==> src/common/lce_pkg.sv <==
// sizes, opcodes, coherence states and message/memory packet types for the lce command handler
package lce_pkg;

  // cache geometry
  localparam int sets_c         = 8;
  localparam int lg_sets_c      = 3;
  localparam int assoc_c        = 2;
  localparam int lg_assoc_c     = 1;
  localparam int block_width_c  = 64;
  localparam int paddr_width_c  = 16;
  localparam int block_offset_c = 3;
  // tag is the top of the address, index sits just above the block offset
  localparam int tag_width_c    = 10;

  // system
  localparam int lce_id_width_c   = 2;
  localparam int num_cce_c        = 2;
  localparam int sync_cnt_width_c = 4;

  // inbound command opcodes from the CCE
  typedef enum logic [3:0] {
    e_cmd_sync      = 4'd0,
    e_cmd_set_clear = 4'd1,
    e_cmd_inv       = 4'd2,
    e_cmd_st        = 4'd3,
    e_cmd_data      = 4'd4,
    e_cmd_st_wakeup = 4'd5,
    e_cmd_wb        = 4'd6,
    e_cmd_st_wb     = 4'd7
  } lce_cmd_type_e;

  // outbound response opcodes
  typedef enum logic [2:0] {
    e_resp_sync_ack = 3'd0,
    e_resp_inv_ack  = 3'd1,
    e_resp_coh_ack  = 3'd2,
    e_resp_null_wb  = 3'd3,
    e_resp_wb       = 3'd4
  } lce_resp_type_e;

  typedef enum logic [2:0] {
    e_coh_i = 3'd0,
    e_coh_s = 3'd1,
    e_coh_e = 3'd2,
    e_coh_f = 3'd3,
    e_coh_o = 3'd4,
    e_coh_m = 3'd5
  } coh_state_e;

  typedef enum logic [1:0] {
    e_tag_set_clear = 2'd0,
    e_tag_set_state = 2'd1,
    e_tag_set_tag   = 2'd2
  } tag_mem_op_e;

  typedef enum logic [1:0] {
    e_stat_set_clear   = 2'd0,
    e_stat_read        = 2'd1,
    e_stat_clear_dirty = 2'd2
  } stat_mem_op_e;

  typedef enum logic {
    e_data_read  = 1'b0,
    e_data_write = 1'b1
  } data_mem_op_e;

  // whole block rides in a single beat
  typedef struct packed {
    lce_cmd_type_e              msg_type;
    logic [paddr_width_c-1:0]   addr;
    logic [lce_id_width_c-1:0]  src_id;
    logic [lg_assoc_c-1:0]      way_id;
    coh_state_e                 state;
    logic [block_width_c-1:0]   data;
  } lce_cmd_s;

  typedef struct packed {
    lce_resp_type_e             msg_type;
    logic [paddr_width_c-1:0]   addr;
    logic [lce_id_width_c-1:0]  src_id;
    logic [lce_id_width_c-1:0]  dst_id;
    logic [block_width_c-1:0]   data;
  } lce_resp_s;

  typedef struct packed {
    tag_mem_op_e             opcode;
    logic [lg_sets_c-1:0]    index;
    logic [lg_assoc_c-1:0]   way_id;
    coh_state_e              state;
    logic [tag_width_c-1:0]  tag;
  } tag_mem_pkt_s;

  typedef struct packed {
    stat_mem_op_e           opcode;
    logic [lg_sets_c-1:0]   index;
    logic [lg_assoc_c-1:0]  way_id;
  } stat_mem_pkt_s;

  typedef struct packed {
    data_mem_op_e              opcode;
    logic [lg_sets_c-1:0]      index;
    logic [lg_assoc_c-1:0]     way_id;
    logic [block_width_c-1:0]  data;
  } data_mem_pkt_s;

  // dirty bit per way of one set
  typedef struct packed {
    logic [assoc_c-1:0] dirty;
  } stat_info_s;

endpackage

==> src/lce_cmd_engine/lce_cmd_engine.sv <==
// command engine: reset clear sequencer, command FSM, sync counter and read capture
`timescale 1ns/1ns

module lce_cmd_engine
  import lce_pkg::*;
(
  input  logic                       clk_i,
  input  logic                       reset_i,
  input  logic [lce_id_width_c-1:0]  lce_id_i,

  // head of the command queue
  input  lce_cmd_s                   cmd_i,
  input  logic                       cmd_v_i,
  output logic                       cmd_yumi_o,

  // response to the CCE
  output lce_resp_s                  lce_resp_o,
  output logic                       lce_resp_v_o,
  input  logic                       lce_resp_ready_i,

  // cache memory ports
  output tag_mem_pkt_s               tag_mem_pkt_o,
  output logic                       tag_mem_pkt_v_o,
  input  logic                       tag_mem_pkt_yumi_i,
  output stat_mem_pkt_s              stat_mem_pkt_o,
  output logic                       stat_mem_pkt_v_o,
  input  logic                       stat_mem_pkt_yumi_i,
  input  stat_info_s                 stat_mem_i,
  output data_mem_pkt_s              data_mem_pkt_o,
  output logic                       data_mem_pkt_v_o,
  input  logic                       data_mem_pkt_yumi_i,
  input  logic [block_width_c-1:0]   data_mem_i,

  output logic                       ready_o,
  output logic                       sync_done_o,
  output logic                       cache_req_complete_o
);

  typedef enum logic [2:0] {
    e_reset,
    e_clear,
    e_ready,
    e_coh_ack,
    e_wb,
    e_wb_dirty_rd,
    e_wb_dirty_send
  } engine_state_e;

  engine_state_e state_r;
  engine_state_e state_n;

  logic [lg_sets_c-1:0]        cmd_index;
  logic [tag_width_c-1:0]      cmd_tag;
  logic [sync_cnt_width_c-1:0] cnt_r;
  logic                        cnt_inc;
  logic                        cnt_clr;

  lce_resp_s                   resp_n;
  logic                        resp_load;
  logic                        resp_fire;
  logic                        sync_fire;

  logic                        stat_rd_fire;
  logic                        stat_rd_r;
  logic                        stat_v_r;
  stat_info_s                  stat_r;
  logic                        data_rd_fire;
  logic                        data_rd_r;
  logic                        data_v_r;
  logic [block_width_c-1:0]    data_r;

  assign cmd_index = cmd_i.addr[block_offset_c +: lg_sets_c];
  assign cmd_tag   = cmd_i.addr[paddr_width_c-1 -: tag_width_c];

  assign ready_o   = (state_r != e_reset) && (state_r != e_clear);
  assign resp_fire = lce_resp_v_o & lce_resp_ready_i;
  assign sync_fire = resp_fire & (lce_resp_o.msg_type == e_resp_sync_ack);

  // the cache request finishes when its coh_ack leaves
  assign cache_req_complete_o = resp_fire & (lce_resp_o.msg_type == e_resp_coh_ack);

  assign stat_rd_fire = stat_mem_pkt_v_o & stat_mem_pkt_yumi_i
                      & (stat_mem_pkt_o.opcode == e_stat_read);
  assign data_rd_fire = data_mem_pkt_v_o & data_mem_pkt_yumi_i
                      & (data_mem_pkt_o.opcode == e_data_read);

  always_comb begin
    state_n    = state_r;
    cmd_yumi_o = 1'b0;
    cnt_inc    = 1'b0;
    cnt_clr    = 1'b0;
    resp_load  = 1'b0;

    tag_mem_pkt_o    = '0;
    tag_mem_pkt_v_o  = 1'b0;
    stat_mem_pkt_o   = '0;
    stat_mem_pkt_v_o = 1'b0;
    data_mem_pkt_o   = '0;
    data_mem_pkt_v_o = 1'b0;

    // every response echoes the command address back to its sender
    resp_n          = '0;
    resp_n.addr     = cmd_i.addr;
    resp_n.src_id   = lce_id_i;
    resp_n.dst_id   = cmd_i.src_id;
    resp_n.msg_type = e_resp_sync_ack;

    // packet fields shared by most commands
    tag_mem_pkt_o.index   = cmd_index;
    tag_mem_pkt_o.way_id  = cmd_i.way_id;
    tag_mem_pkt_o.state   = cmd_i.state;
    stat_mem_pkt_o.index  = cmd_index;
    stat_mem_pkt_o.way_id = cmd_i.way_id;
    data_mem_pkt_o.index  = cmd_index;
    data_mem_pkt_o.way_id = cmd_i.way_id;

    case (state_r)
      e_reset: begin
        state_n = e_clear;
      end

      // wipe every set of tag and stat mem
      e_clear: begin
        tag_mem_pkt_o.opcode  = e_tag_set_clear;
        tag_mem_pkt_o.index   = cnt_r[lg_sets_c-1:0];
        tag_mem_pkt_o.way_id  = '0;
        tag_mem_pkt_o.state   = e_coh_i;
        tag_mem_pkt_v_o       = 1'b1;
        stat_mem_pkt_o.opcode = e_stat_set_clear;
        stat_mem_pkt_o.index  = cnt_r[lg_sets_c-1:0];
        stat_mem_pkt_o.way_id = '0;
        stat_mem_pkt_v_o      = 1'b1;
        if (tag_mem_pkt_yumi_i && stat_mem_pkt_yumi_i) begin
          if (cnt_r == sync_cnt_width_c'(sets_c-1)) begin
            cnt_clr = 1'b1;
            state_n = e_ready;
          end else begin
            cnt_inc = 1'b1;
          end
        end
      end

      // a new command starts only once the response slot is empty
      e_ready: begin
        if (cmd_v_i && !lce_resp_v_o) begin
          case (cmd_i.msg_type)
            e_cmd_sync: begin
              resp_load  = 1'b1;
              cmd_yumi_o = 1'b1;
            end
            e_cmd_set_clear: begin
              tag_mem_pkt_o.opcode  = e_tag_set_clear;
              tag_mem_pkt_v_o       = 1'b1;
              stat_mem_pkt_o.opcode = e_stat_set_clear;
              stat_mem_pkt_v_o      = 1'b1;
              cmd_yumi_o            = tag_mem_pkt_yumi_i & stat_mem_pkt_yumi_i;
            end
            e_cmd_inv: begin
              tag_mem_pkt_o.opcode = e_tag_set_state;
              tag_mem_pkt_o.state  = e_coh_i;
              tag_mem_pkt_v_o      = 1'b1;
              resp_n.msg_type      = e_resp_inv_ack;
              resp_load            = tag_mem_pkt_yumi_i;
              cmd_yumi_o           = tag_mem_pkt_yumi_i;
            end
            e_cmd_st: begin
              tag_mem_pkt_o.opcode = e_tag_set_state;
              tag_mem_pkt_v_o      = 1'b1;
              cmd_yumi_o           = tag_mem_pkt_yumi_i;
            end
            e_cmd_data: begin
              data_mem_pkt_o.opcode = e_data_write;
              data_mem_pkt_o.data   = cmd_i.data;
              data_mem_pkt_v_o      = 1'b1;
              tag_mem_pkt_o.opcode  = e_tag_set_tag;
              tag_mem_pkt_o.tag     = cmd_tag;
              tag_mem_pkt_v_o       = 1'b1;
              if (tag_mem_pkt_yumi_i && data_mem_pkt_yumi_i) begin
                state_n = e_coh_ack;
              end
            end
            e_cmd_st_wakeup: begin
              tag_mem_pkt_o.opcode = e_tag_set_state;
              tag_mem_pkt_v_o      = 1'b1;
              if (tag_mem_pkt_yumi_i) begin
                state_n = e_coh_ack;
              end
            end
            e_cmd_wb: begin
              stat_mem_pkt_o.opcode = e_stat_read;
              stat_mem_pkt_v_o      = 1'b1;
              if (stat_mem_pkt_yumi_i) begin
                state_n = e_wb;
              end
            end
            e_cmd_st_wb: begin
              tag_mem_pkt_o.opcode  = e_tag_set_state;
              tag_mem_pkt_v_o       = 1'b1;
              stat_mem_pkt_o.opcode = e_stat_read;
              stat_mem_pkt_v_o      = 1'b1;
              if (tag_mem_pkt_yumi_i && stat_mem_pkt_yumi_i) begin
                state_n = e_wb;
              end
            end
            default: begin
              // unknown opcode is dropped
              cmd_yumi_o = 1'b1;
            end
          endcase
        end
      end

      e_coh_ack: begin
        resp_n.msg_type = e_resp_coh_ack;
        resp_load       = 1'b1;
        cmd_yumi_o      = 1'b1;
        state_n         = e_ready;
      end

      // clean line answers null_wb, dirty line goes to the data read
      e_wb: begin
        if (stat_v_r) begin
          if (stat_r.dirty[cmd_i.way_id]) begin
            state_n = e_wb_dirty_rd;
          end else begin
            resp_n.msg_type = e_resp_null_wb;
            resp_load       = 1'b1;
            cmd_yumi_o      = 1'b1;
            state_n         = e_ready;
          end
        end
      end

      e_wb_dirty_rd: begin
        data_mem_pkt_o.opcode = e_data_read;
        data_mem_pkt_v_o      = 1'b1;
        stat_mem_pkt_o.opcode = e_stat_clear_dirty;
        stat_mem_pkt_v_o      = 1'b1;
        if (data_mem_pkt_yumi_i && stat_mem_pkt_yumi_i) begin
          state_n = e_wb_dirty_send;
        end
      end

      e_wb_dirty_send: begin
        if (data_v_r) begin
          resp_n.msg_type = e_resp_wb;
          resp_n.data     = data_r;
          resp_load       = 1'b1;
          cmd_yumi_o      = 1'b1;
          state_n         = e_ready;
        end
      end

      default: begin
        state_n = e_reset;
      end
    endcase

    // after clearing, the counter tracks sync acks that have left
    if (sync_fire) begin
      if (cnt_r == sync_cnt_width_c'(num_cce_c-1)) begin
        cnt_clr = 1'b1;
      end else begin
        cnt_inc = 1'b1;
      end
    end
  end

  always_ff @(posedge clk_i) begin
    if (reset_i) begin
      state_r      <= e_reset;
      cnt_r        <= '0;
      sync_done_o  <= 1'b0;
      lce_resp_v_o <= 1'b0;
      stat_rd_r    <= 1'b0;
      stat_v_r     <= 1'b0;
      data_rd_r    <= 1'b0;
      data_v_r     <= 1'b0;
    end else begin
      state_r <= state_n;
      if (cnt_clr) begin
        cnt_r <= '0;
      end else if (cnt_inc) begin
        cnt_r <= cnt_r + 1'b1;
      end
      if (sync_fire && cnt_r == sync_cnt_width_c'(num_cce_c-1)) begin
        sync_done_o <= 1'b1;
      end
      // response slot holds until the CCE takes it
      if (resp_load) begin
        lce_resp_v_o <= 1'b1;
      end else if (lce_resp_ready_i) begin
        lce_resp_v_o <= 1'b0;
      end
      // read data lands one cycle after yumi
      stat_rd_r <= stat_rd_fire;
      data_rd_r <= data_rd_fire;
      if (stat_rd_fire) begin
        stat_v_r <= 1'b0;
      end else if (stat_rd_r) begin
        stat_v_r <= 1'b1;
      end
      if (data_rd_fire) begin
        data_v_r <= 1'b0;
      end else if (data_rd_r) begin
        data_v_r <= 1'b1;
      end
    end
  end

  always_ff @(posedge clk_i) begin
    if (resp_load) begin
      lce_resp_o <= resp_n;
    end
    if (stat_rd_r) begin
      stat_r <= stat_mem_i;
    end
    if (data_rd_r) begin
      data_r <= data_mem_i;
    end
  end

  a_resp_stable: assert property (@(posedge clk_i) disable iff (reset_i)
    (lce_resp_v_o && !lce_resp_ready_i) |=> (lce_resp_v_o && $stable(lce_resp_o)));

  // command states keep their command at the queue head
  a_state_legal: assert property (@(posedge clk_i) disable iff (reset_i)
    (state_r inside {e_coh_ack, e_wb, e_wb_dirty_rd, e_wb_dirty_send}) |-> cmd_v_i);

endmodule

==> src/logic/lce_cmd.sv <==
// lce command handler top: command queue feeding the command engine
`timescale 1ns/1ns

module lce_cmd
  import lce_pkg::*;
(
  input  logic                       clk_i,
  input  logic                       reset_i,
  input  logic [lce_id_width_c-1:0]  lce_id_i,

  // commands from the CCE
  input  lce_cmd_s                   lce_cmd_i,
  input  logic                       lce_cmd_v_i,
  output logic                       lce_cmd_ready_o,

  // responses to the CCE
  output lce_resp_s                  lce_resp_o,
  output logic                       lce_resp_v_o,
  input  logic                       lce_resp_ready_i,

  output tag_mem_pkt_s               tag_mem_pkt_o,
  output logic                       tag_mem_pkt_v_o,
  input  logic                       tag_mem_pkt_yumi_i,
  output stat_mem_pkt_s              stat_mem_pkt_o,
  output logic                       stat_mem_pkt_v_o,
  input  logic                       stat_mem_pkt_yumi_i,
  input  stat_info_s                 stat_mem_i,
  output data_mem_pkt_s              data_mem_pkt_o,
  output logic                       data_mem_pkt_v_o,
  input  logic                       data_mem_pkt_yumi_i,
  input  logic [block_width_c-1:0]   data_mem_i,

  output logic                       ready_o,
  output logic                       sync_done_o,
  output logic                       cache_req_complete_o
);

  lce_cmd_s cmd;
  logic     cmd_v;
  logic     cmd_yumi;

  lce_cmd_fifo cmd_fifo0 (
    .clk_i   (clk_i),
    .reset_i (reset_i),
    .data_i  (lce_cmd_i),
    .v_i     (lce_cmd_v_i),
    .ready_o (lce_cmd_ready_o),
    .data_o  (cmd),
    .v_o     (cmd_v),
    .yumi_i  (cmd_yumi)
  );

  lce_cmd_engine engine0 (
    .clk_i                (clk_i),
    .reset_i              (reset_i),
    .lce_id_i             (lce_id_i),
    .cmd_i                (cmd),
    .cmd_v_i              (cmd_v),
    .cmd_yumi_o           (cmd_yumi),
    .lce_resp_o           (lce_resp_o),
    .lce_resp_v_o         (lce_resp_v_o),
    .lce_resp_ready_i     (lce_resp_ready_i),
    .tag_mem_pkt_o        (tag_mem_pkt_o),
    .tag_mem_pkt_v_o      (tag_mem_pkt_v_o),
    .tag_mem_pkt_yumi_i   (tag_mem_pkt_yumi_i),
    .stat_mem_pkt_o       (stat_mem_pkt_o),
    .stat_mem_pkt_v_o     (stat_mem_pkt_v_o),
    .stat_mem_pkt_yumi_i  (stat_mem_pkt_yumi_i),
    .stat_mem_i           (stat_mem_i),
    .data_mem_pkt_o       (data_mem_pkt_o),
    .data_mem_pkt_v_o     (data_mem_pkt_v_o),
    .data_mem_pkt_yumi_i  (data_mem_pkt_yumi_i),
    .data_mem_i           (data_mem_i),
    .ready_o              (ready_o),
    .sync_done_o          (sync_done_o),
    .cache_req_complete_o (cache_req_complete_o)
  );

endmodule

==> src/logic/lce_cmd_fifo.sv <==
// two-entry command queue, valid/ready in and valid/yumi out
`timescale 1ns/1ns

module lce_cmd_fifo
  import lce_pkg::*;
(
  input  logic     clk_i,
  input  logic     reset_i,

  input  lce_cmd_s data_i,
  input  logic     v_i,
  output logic     ready_o,

  output lce_cmd_s data_o,
  output logic     v_o,
  input  logic     yumi_i
);

  lce_cmd_s mem_r [2];
  logic     wptr_r;
  logic     rptr_r;
  logic     full_r;
  logic     empty_r;
  logic     enq;
  logic     deq;

  assign ready_o = ~full_r;
  assign v_o     = ~empty_r;
  assign data_o  = mem_r[rptr_r];

  assign enq = v_i & ~full_r;
  assign deq = yumi_i;

  // storage, no reset needed
  always_ff @(posedge clk_i) begin
    if (enq) begin
      mem_r[wptr_r] <= data_i;
    end
  end

  always_ff @(posedge clk_i) begin
    if (reset_i) begin
      wptr_r  <= 1'b0;
      rptr_r  <= 1'b0;
      full_r  <= 1'b0;
      empty_r <= 1'b1;
    end else begin
      if (enq) begin
        wptr_r <= ~wptr_r;
      end
      if (deq) begin
        rptr_r <= ~rptr_r;
      end
      // occupancy only changes when exactly one side moves
      if (enq && !deq) begin
        empty_r <= 1'b0;
        full_r  <= (~wptr_r == rptr_r);
      end else if (deq && !enq) begin
        full_r  <= 1'b0;
        empty_r <= (~rptr_r == wptr_r);
      end
    end
  end

  a_no_yumi_empty: assert property (@(posedge clk_i) disable iff (reset_i)
    yumi_i |-> !empty_r);

  // an accepted write never lands on the unread head
  a_no_write_full: assert property (@(posedge clk_i) disable iff (reset_i)
    (v_i && ready_o) |-> (empty_r || (wptr_r != rptr_r)));

endmodule

==> config.mk <==
export PLATFORM = sky130hd
export DESIGN_NAME = lce_cmd
export DESIGN_NICKNAME = d
export VERILOG_FILES = /design/src/common/lce_pkg.sv /design/src/lce_cmd_engine/lce_cmd_engine.sv /design/src/logic/lce_cmd.sv /design/src/logic/lce_cmd_fifo.sv
export SDC_FILE = /design/constraint.sdc
export NUM_CORES = 1
export LEC_CHECK = 0
export BUFFER_PORTS_ARGS = -buffer_cell sky130_fd_sc_hd__buf_2
export CAP_MARGIN = 20
export CELL_PAD_IN_SITES_DETAIL_PLACEMENT = 1
export CELL_PAD_IN_SITES_GLOBAL_PLACEMENT = 1
export CORE_MARGIN = 2
export CORE_UTILIZATION = 30
export CTS_CLUSTER_DIAMETER = 120
export DETAILED_ROUTE_END_ITERATION = 6
export PLACE_DENSITY = 0.7
export SLEW_MARGIN = 30
export SYNTH_ARGS = -nofsm -noshare
export SYNTH_HDL_FRONTEND = slang
export SYNTH_SLANG_ARGS = --single-unit
export TNS_END_PERCENT = 50
==> constraint.sdc <==
create_clock -name clk_i -period 9.9 [get_ports clk_i]
set_input_delay 1.98 -clock clk_i [delete_from_list [all_inputs] [get_ports clk_i]]
set_output_delay 1.98 -clock clk_i [all_outputs]
set_load 0.01 [all_outputs]
==> results.md <==
* Status: finished, final reports clean
* GP Congestion at 0.771
* CP top delay family: simple AND/OR/NAND/NOR gates
* Slew margin rel. at 37.1%
* Post-synth EDFFs at 333
* Post-synth ARST share at 0%
* Initial antenna violation count at 11
* Total Nets Final at 1293
* Post-Syn Area at 13100 µm²
* VDD IR max at 0.168 mV
* Util after Layout at 38.9%
* Site row count at 76
* Post-layout minimum cycle time at 5.37 ns
* Number of port buffers at 353
* Hold_sp: cmd_fifo0.empty_r
* Period utilisation layout at 54.2%
* Post-route ant nets at 0
* Die area at 45400 µm²
* All-layer global routing usage at 14.2%
* Largest net degree at the start of global routing at 79
* Crit path max fanout at 58
* Power Density at 220 nW/µm²
* Number of global-route vias before repair at 8091
* R2r setup slk at 6.17 ns
* Ys flop type: edfxtp_1
* CTS tree: yes
* Crit Reg-Reg Endpoint: engine0.lce_resp_o[78]
* WL per Instance at 19.0 µm
* RSZ-0062 raised after global routing: false
* Post-Synthesis Net Count at 931
* CTS H-tree depth at 2
* CP Capture Type: output pin
* Syn Inst Count at 763
* P&R area growth vs syn at 28.0%
* Max Fclk at 186 MHz
* Number of setup violations in the final report at 0
* Post-CTS Hold Buffers at 0
* Setup_tns at 0 ns
* Non-Filler Instances at 1751
* Clk_lat worst skew at 0.56 ns
* Die W at 213 µm
* DR iter-0 viols at 350
* # clock sinks at 351
* Avg Inst Size Synth at 17.2 µm²
* Hold crit path type: flip-flop to flip-flop
* Boundary Pins at 354
* #FFs+latches synth at 351
* Setup CP Type: flip-flop to output pin
* Clock tree buffer depth at 3
* Multi-input gate area at 2520 µm²
* Register Area at 10400 µm²
* CP arrival at 3.39 ns
* Remaining global-route overflow at 0
* CP Launch Type: flip-flop
* First-pass GRT wire length at 48000 µm
* Worst Max-Slew Pin Slew at 0.943 ns
* Resized cells post-CTS at 0
* Clk root buf: clkbuf_16
* Residual DRC count at 0
* Pleak at 6.37 nW
* Worst EP required at 7.92 ns
* Crit. path cell count at 7
* Dpl hpwl at 22400 µm
* Via count at 7640
* Placed Area at 15500 µm²
* Slowest Stage Delay on Critical Path at 0.94 ns
* Seq/Total Area, Yosys at 78.9%
* YS warnings at 0
* Core Area at 43200 µm²
* CP max stage cell: dfxtp_4
* Worst Hold Slack at 0.501 ns
* Placed cell count at 1667
* Final Hold Fails at 0
* Setup Buffers After CTS at 0
* Final Cell Area at 16800 µm²
* First-pass DRT Iterations at 4
* Layout cell share with drive strength beyond 1 at 39.8%
* Fin. max-slew vios at 0
* Post-synth cell types at 58
* MaxCap Viol Count at 0
* Fillers at 4571
* Reg2Reg Depth at 6
* Skew final at 0.0220 ns
* Initial Util at 30.4%
* Worst Setup EP: tag_mem_pkt_v_o
* Wirelength, routed at 33300 µm
* Total CTS buffers at 40
* Die Y at 213 µm
* Crit-path cells: nor3_1, a21oi_1, or3_4, buf_16, inv_1, or4_1, buf_2
* Detailed-route vias per instance at 4.36
* Clock transition at path regs at 0.06 ns
* WP buf/inv at 3
## cells in the final DEF (no fill, tap or decap), types with 9 or more instances in the layout
cell	Yosys	routed
buf_2	9	353
edfxtp_1	333	333
nor2_1	96	96
mux2i_1	70	70
and2_1	68	67
clkbuf_16	0	41
mux2_2	19	19
nand2_1	17	17
dfxtp_1	18	16
nor2b_1	15	14
inv_1	11	11
diode_2	0	9
a21oi_1	9	9
## layout make-up
class / count / share of cell area, %
sequential: 351 / 61.7
tap: 585 / 4.36
multi-input combinational: 361 / 15.0
antenna: 9 / 0.134
inverter: 11 / 0.246
clock inverter: 26 / 1.20
clock buffer: 48 / 6.38
timing repair buffer: 360 / 11.0
## per-stage QoR
step | setup WS (ns) | power, W
final | 4.53 | 0.00371
after global routing | 4.22 | 0.00386
after CTS | 4.11 | 0.00376
after detailed placement | 4.73 | 0.00231
after global placement | 4.85 | 0.00229
after floorplan | 0.931 | 0.00216
## synth_stat cells, types with 2 or more instances
library cell	n	area, µm²
edfxtp_1	333	10000
nor2_1	96	360
mux2i_1	70	701
and2_1	68	425
mux2_2	19	214
dfxtp_1	18	360
clkbuf_1	17	63.8
nand2_1	17	63.8
nor2b_1	15	93.8
inv_1	11	41.3
buf_4	10	75.1
a21oi_1	9	45.0
buf_2	9	45.0
buf_6	4	45.0
nand3_1	4	20.0
o21ai_0	4	20.0
xnor2_1	4	35.0
ha_1	3	37.5
nand4_1	3	18.8
nor3_1	3	15.0
o31ai_1	3	22.5
a211oi_1	2	15.0
a311oi_1	2	17.5
a31oi_1	2	12.5
mux2_1	2	22.5
mux2i_2	2	27.5
nand2b_1	2	12.5
## how the worst min path moves through the flow
stage                           to  slack, ns  depth (start not counted)
2_1_floorplan    cmd_fifo0.empty_r       0.46                          1
3_3_place_gp   engine0.sync_done_o       0.47                          2
3_5_place_dp     cmd_fifo0.empty_r       0.49                          1
4_1_cts          cmd_fifo0.empty_r       0.50                          1
5_1_grt          cmd_fifo0.empty_r       0.53                          1
6_report         cmd_fifo0.empty_r       0.50                          1
## cells by family (layout without fill, tap and decap cells)
kind of cell,count (synthesis),after routing,synth area share [%]
AO/OA/AOI/OAI,36,36,2.00
XOR/XNOR,5,5,0.334
adder cells (fa/ha/maj),3,3,0.286
buffers and inverters,51,445,2.06
flip-flops,351,351,78.9
multiplexers,94,94,7.52
other,0,9,0
AND/OR/NAND/NOR,223,223,8.87
## power by group
part	switching [W]	total, W	internal [W]
clock network	0.000609	0.00144	0.000831
registers	0.0000639	0.00182	0.00176
logic	0.000263	0.000446	0.000182
total	0.000936	0.00371	0.00277
## registers in the layout (all words and copies together), names as in the netlist, 2 cells and up, named ones only
name / cells
cmd_fifo0.mem_r: 180
engine0.lce_resp_o: 87
engine0.data_r: 64
engine0.cnt_r: 4
engine0.state_r: 3
engine0.stat_r: 2
## per-layer routing
metal	vias to the layer above	share of wire [%]	GRT usage, %
li1	3553	-	-
met1	3787	38	16.0
met2	215	52	24.8
met3	81	4.8	2.88
met4	4	4.8	8.86
met5	-	0.084	0
Power figures use the tool's default switching activity.
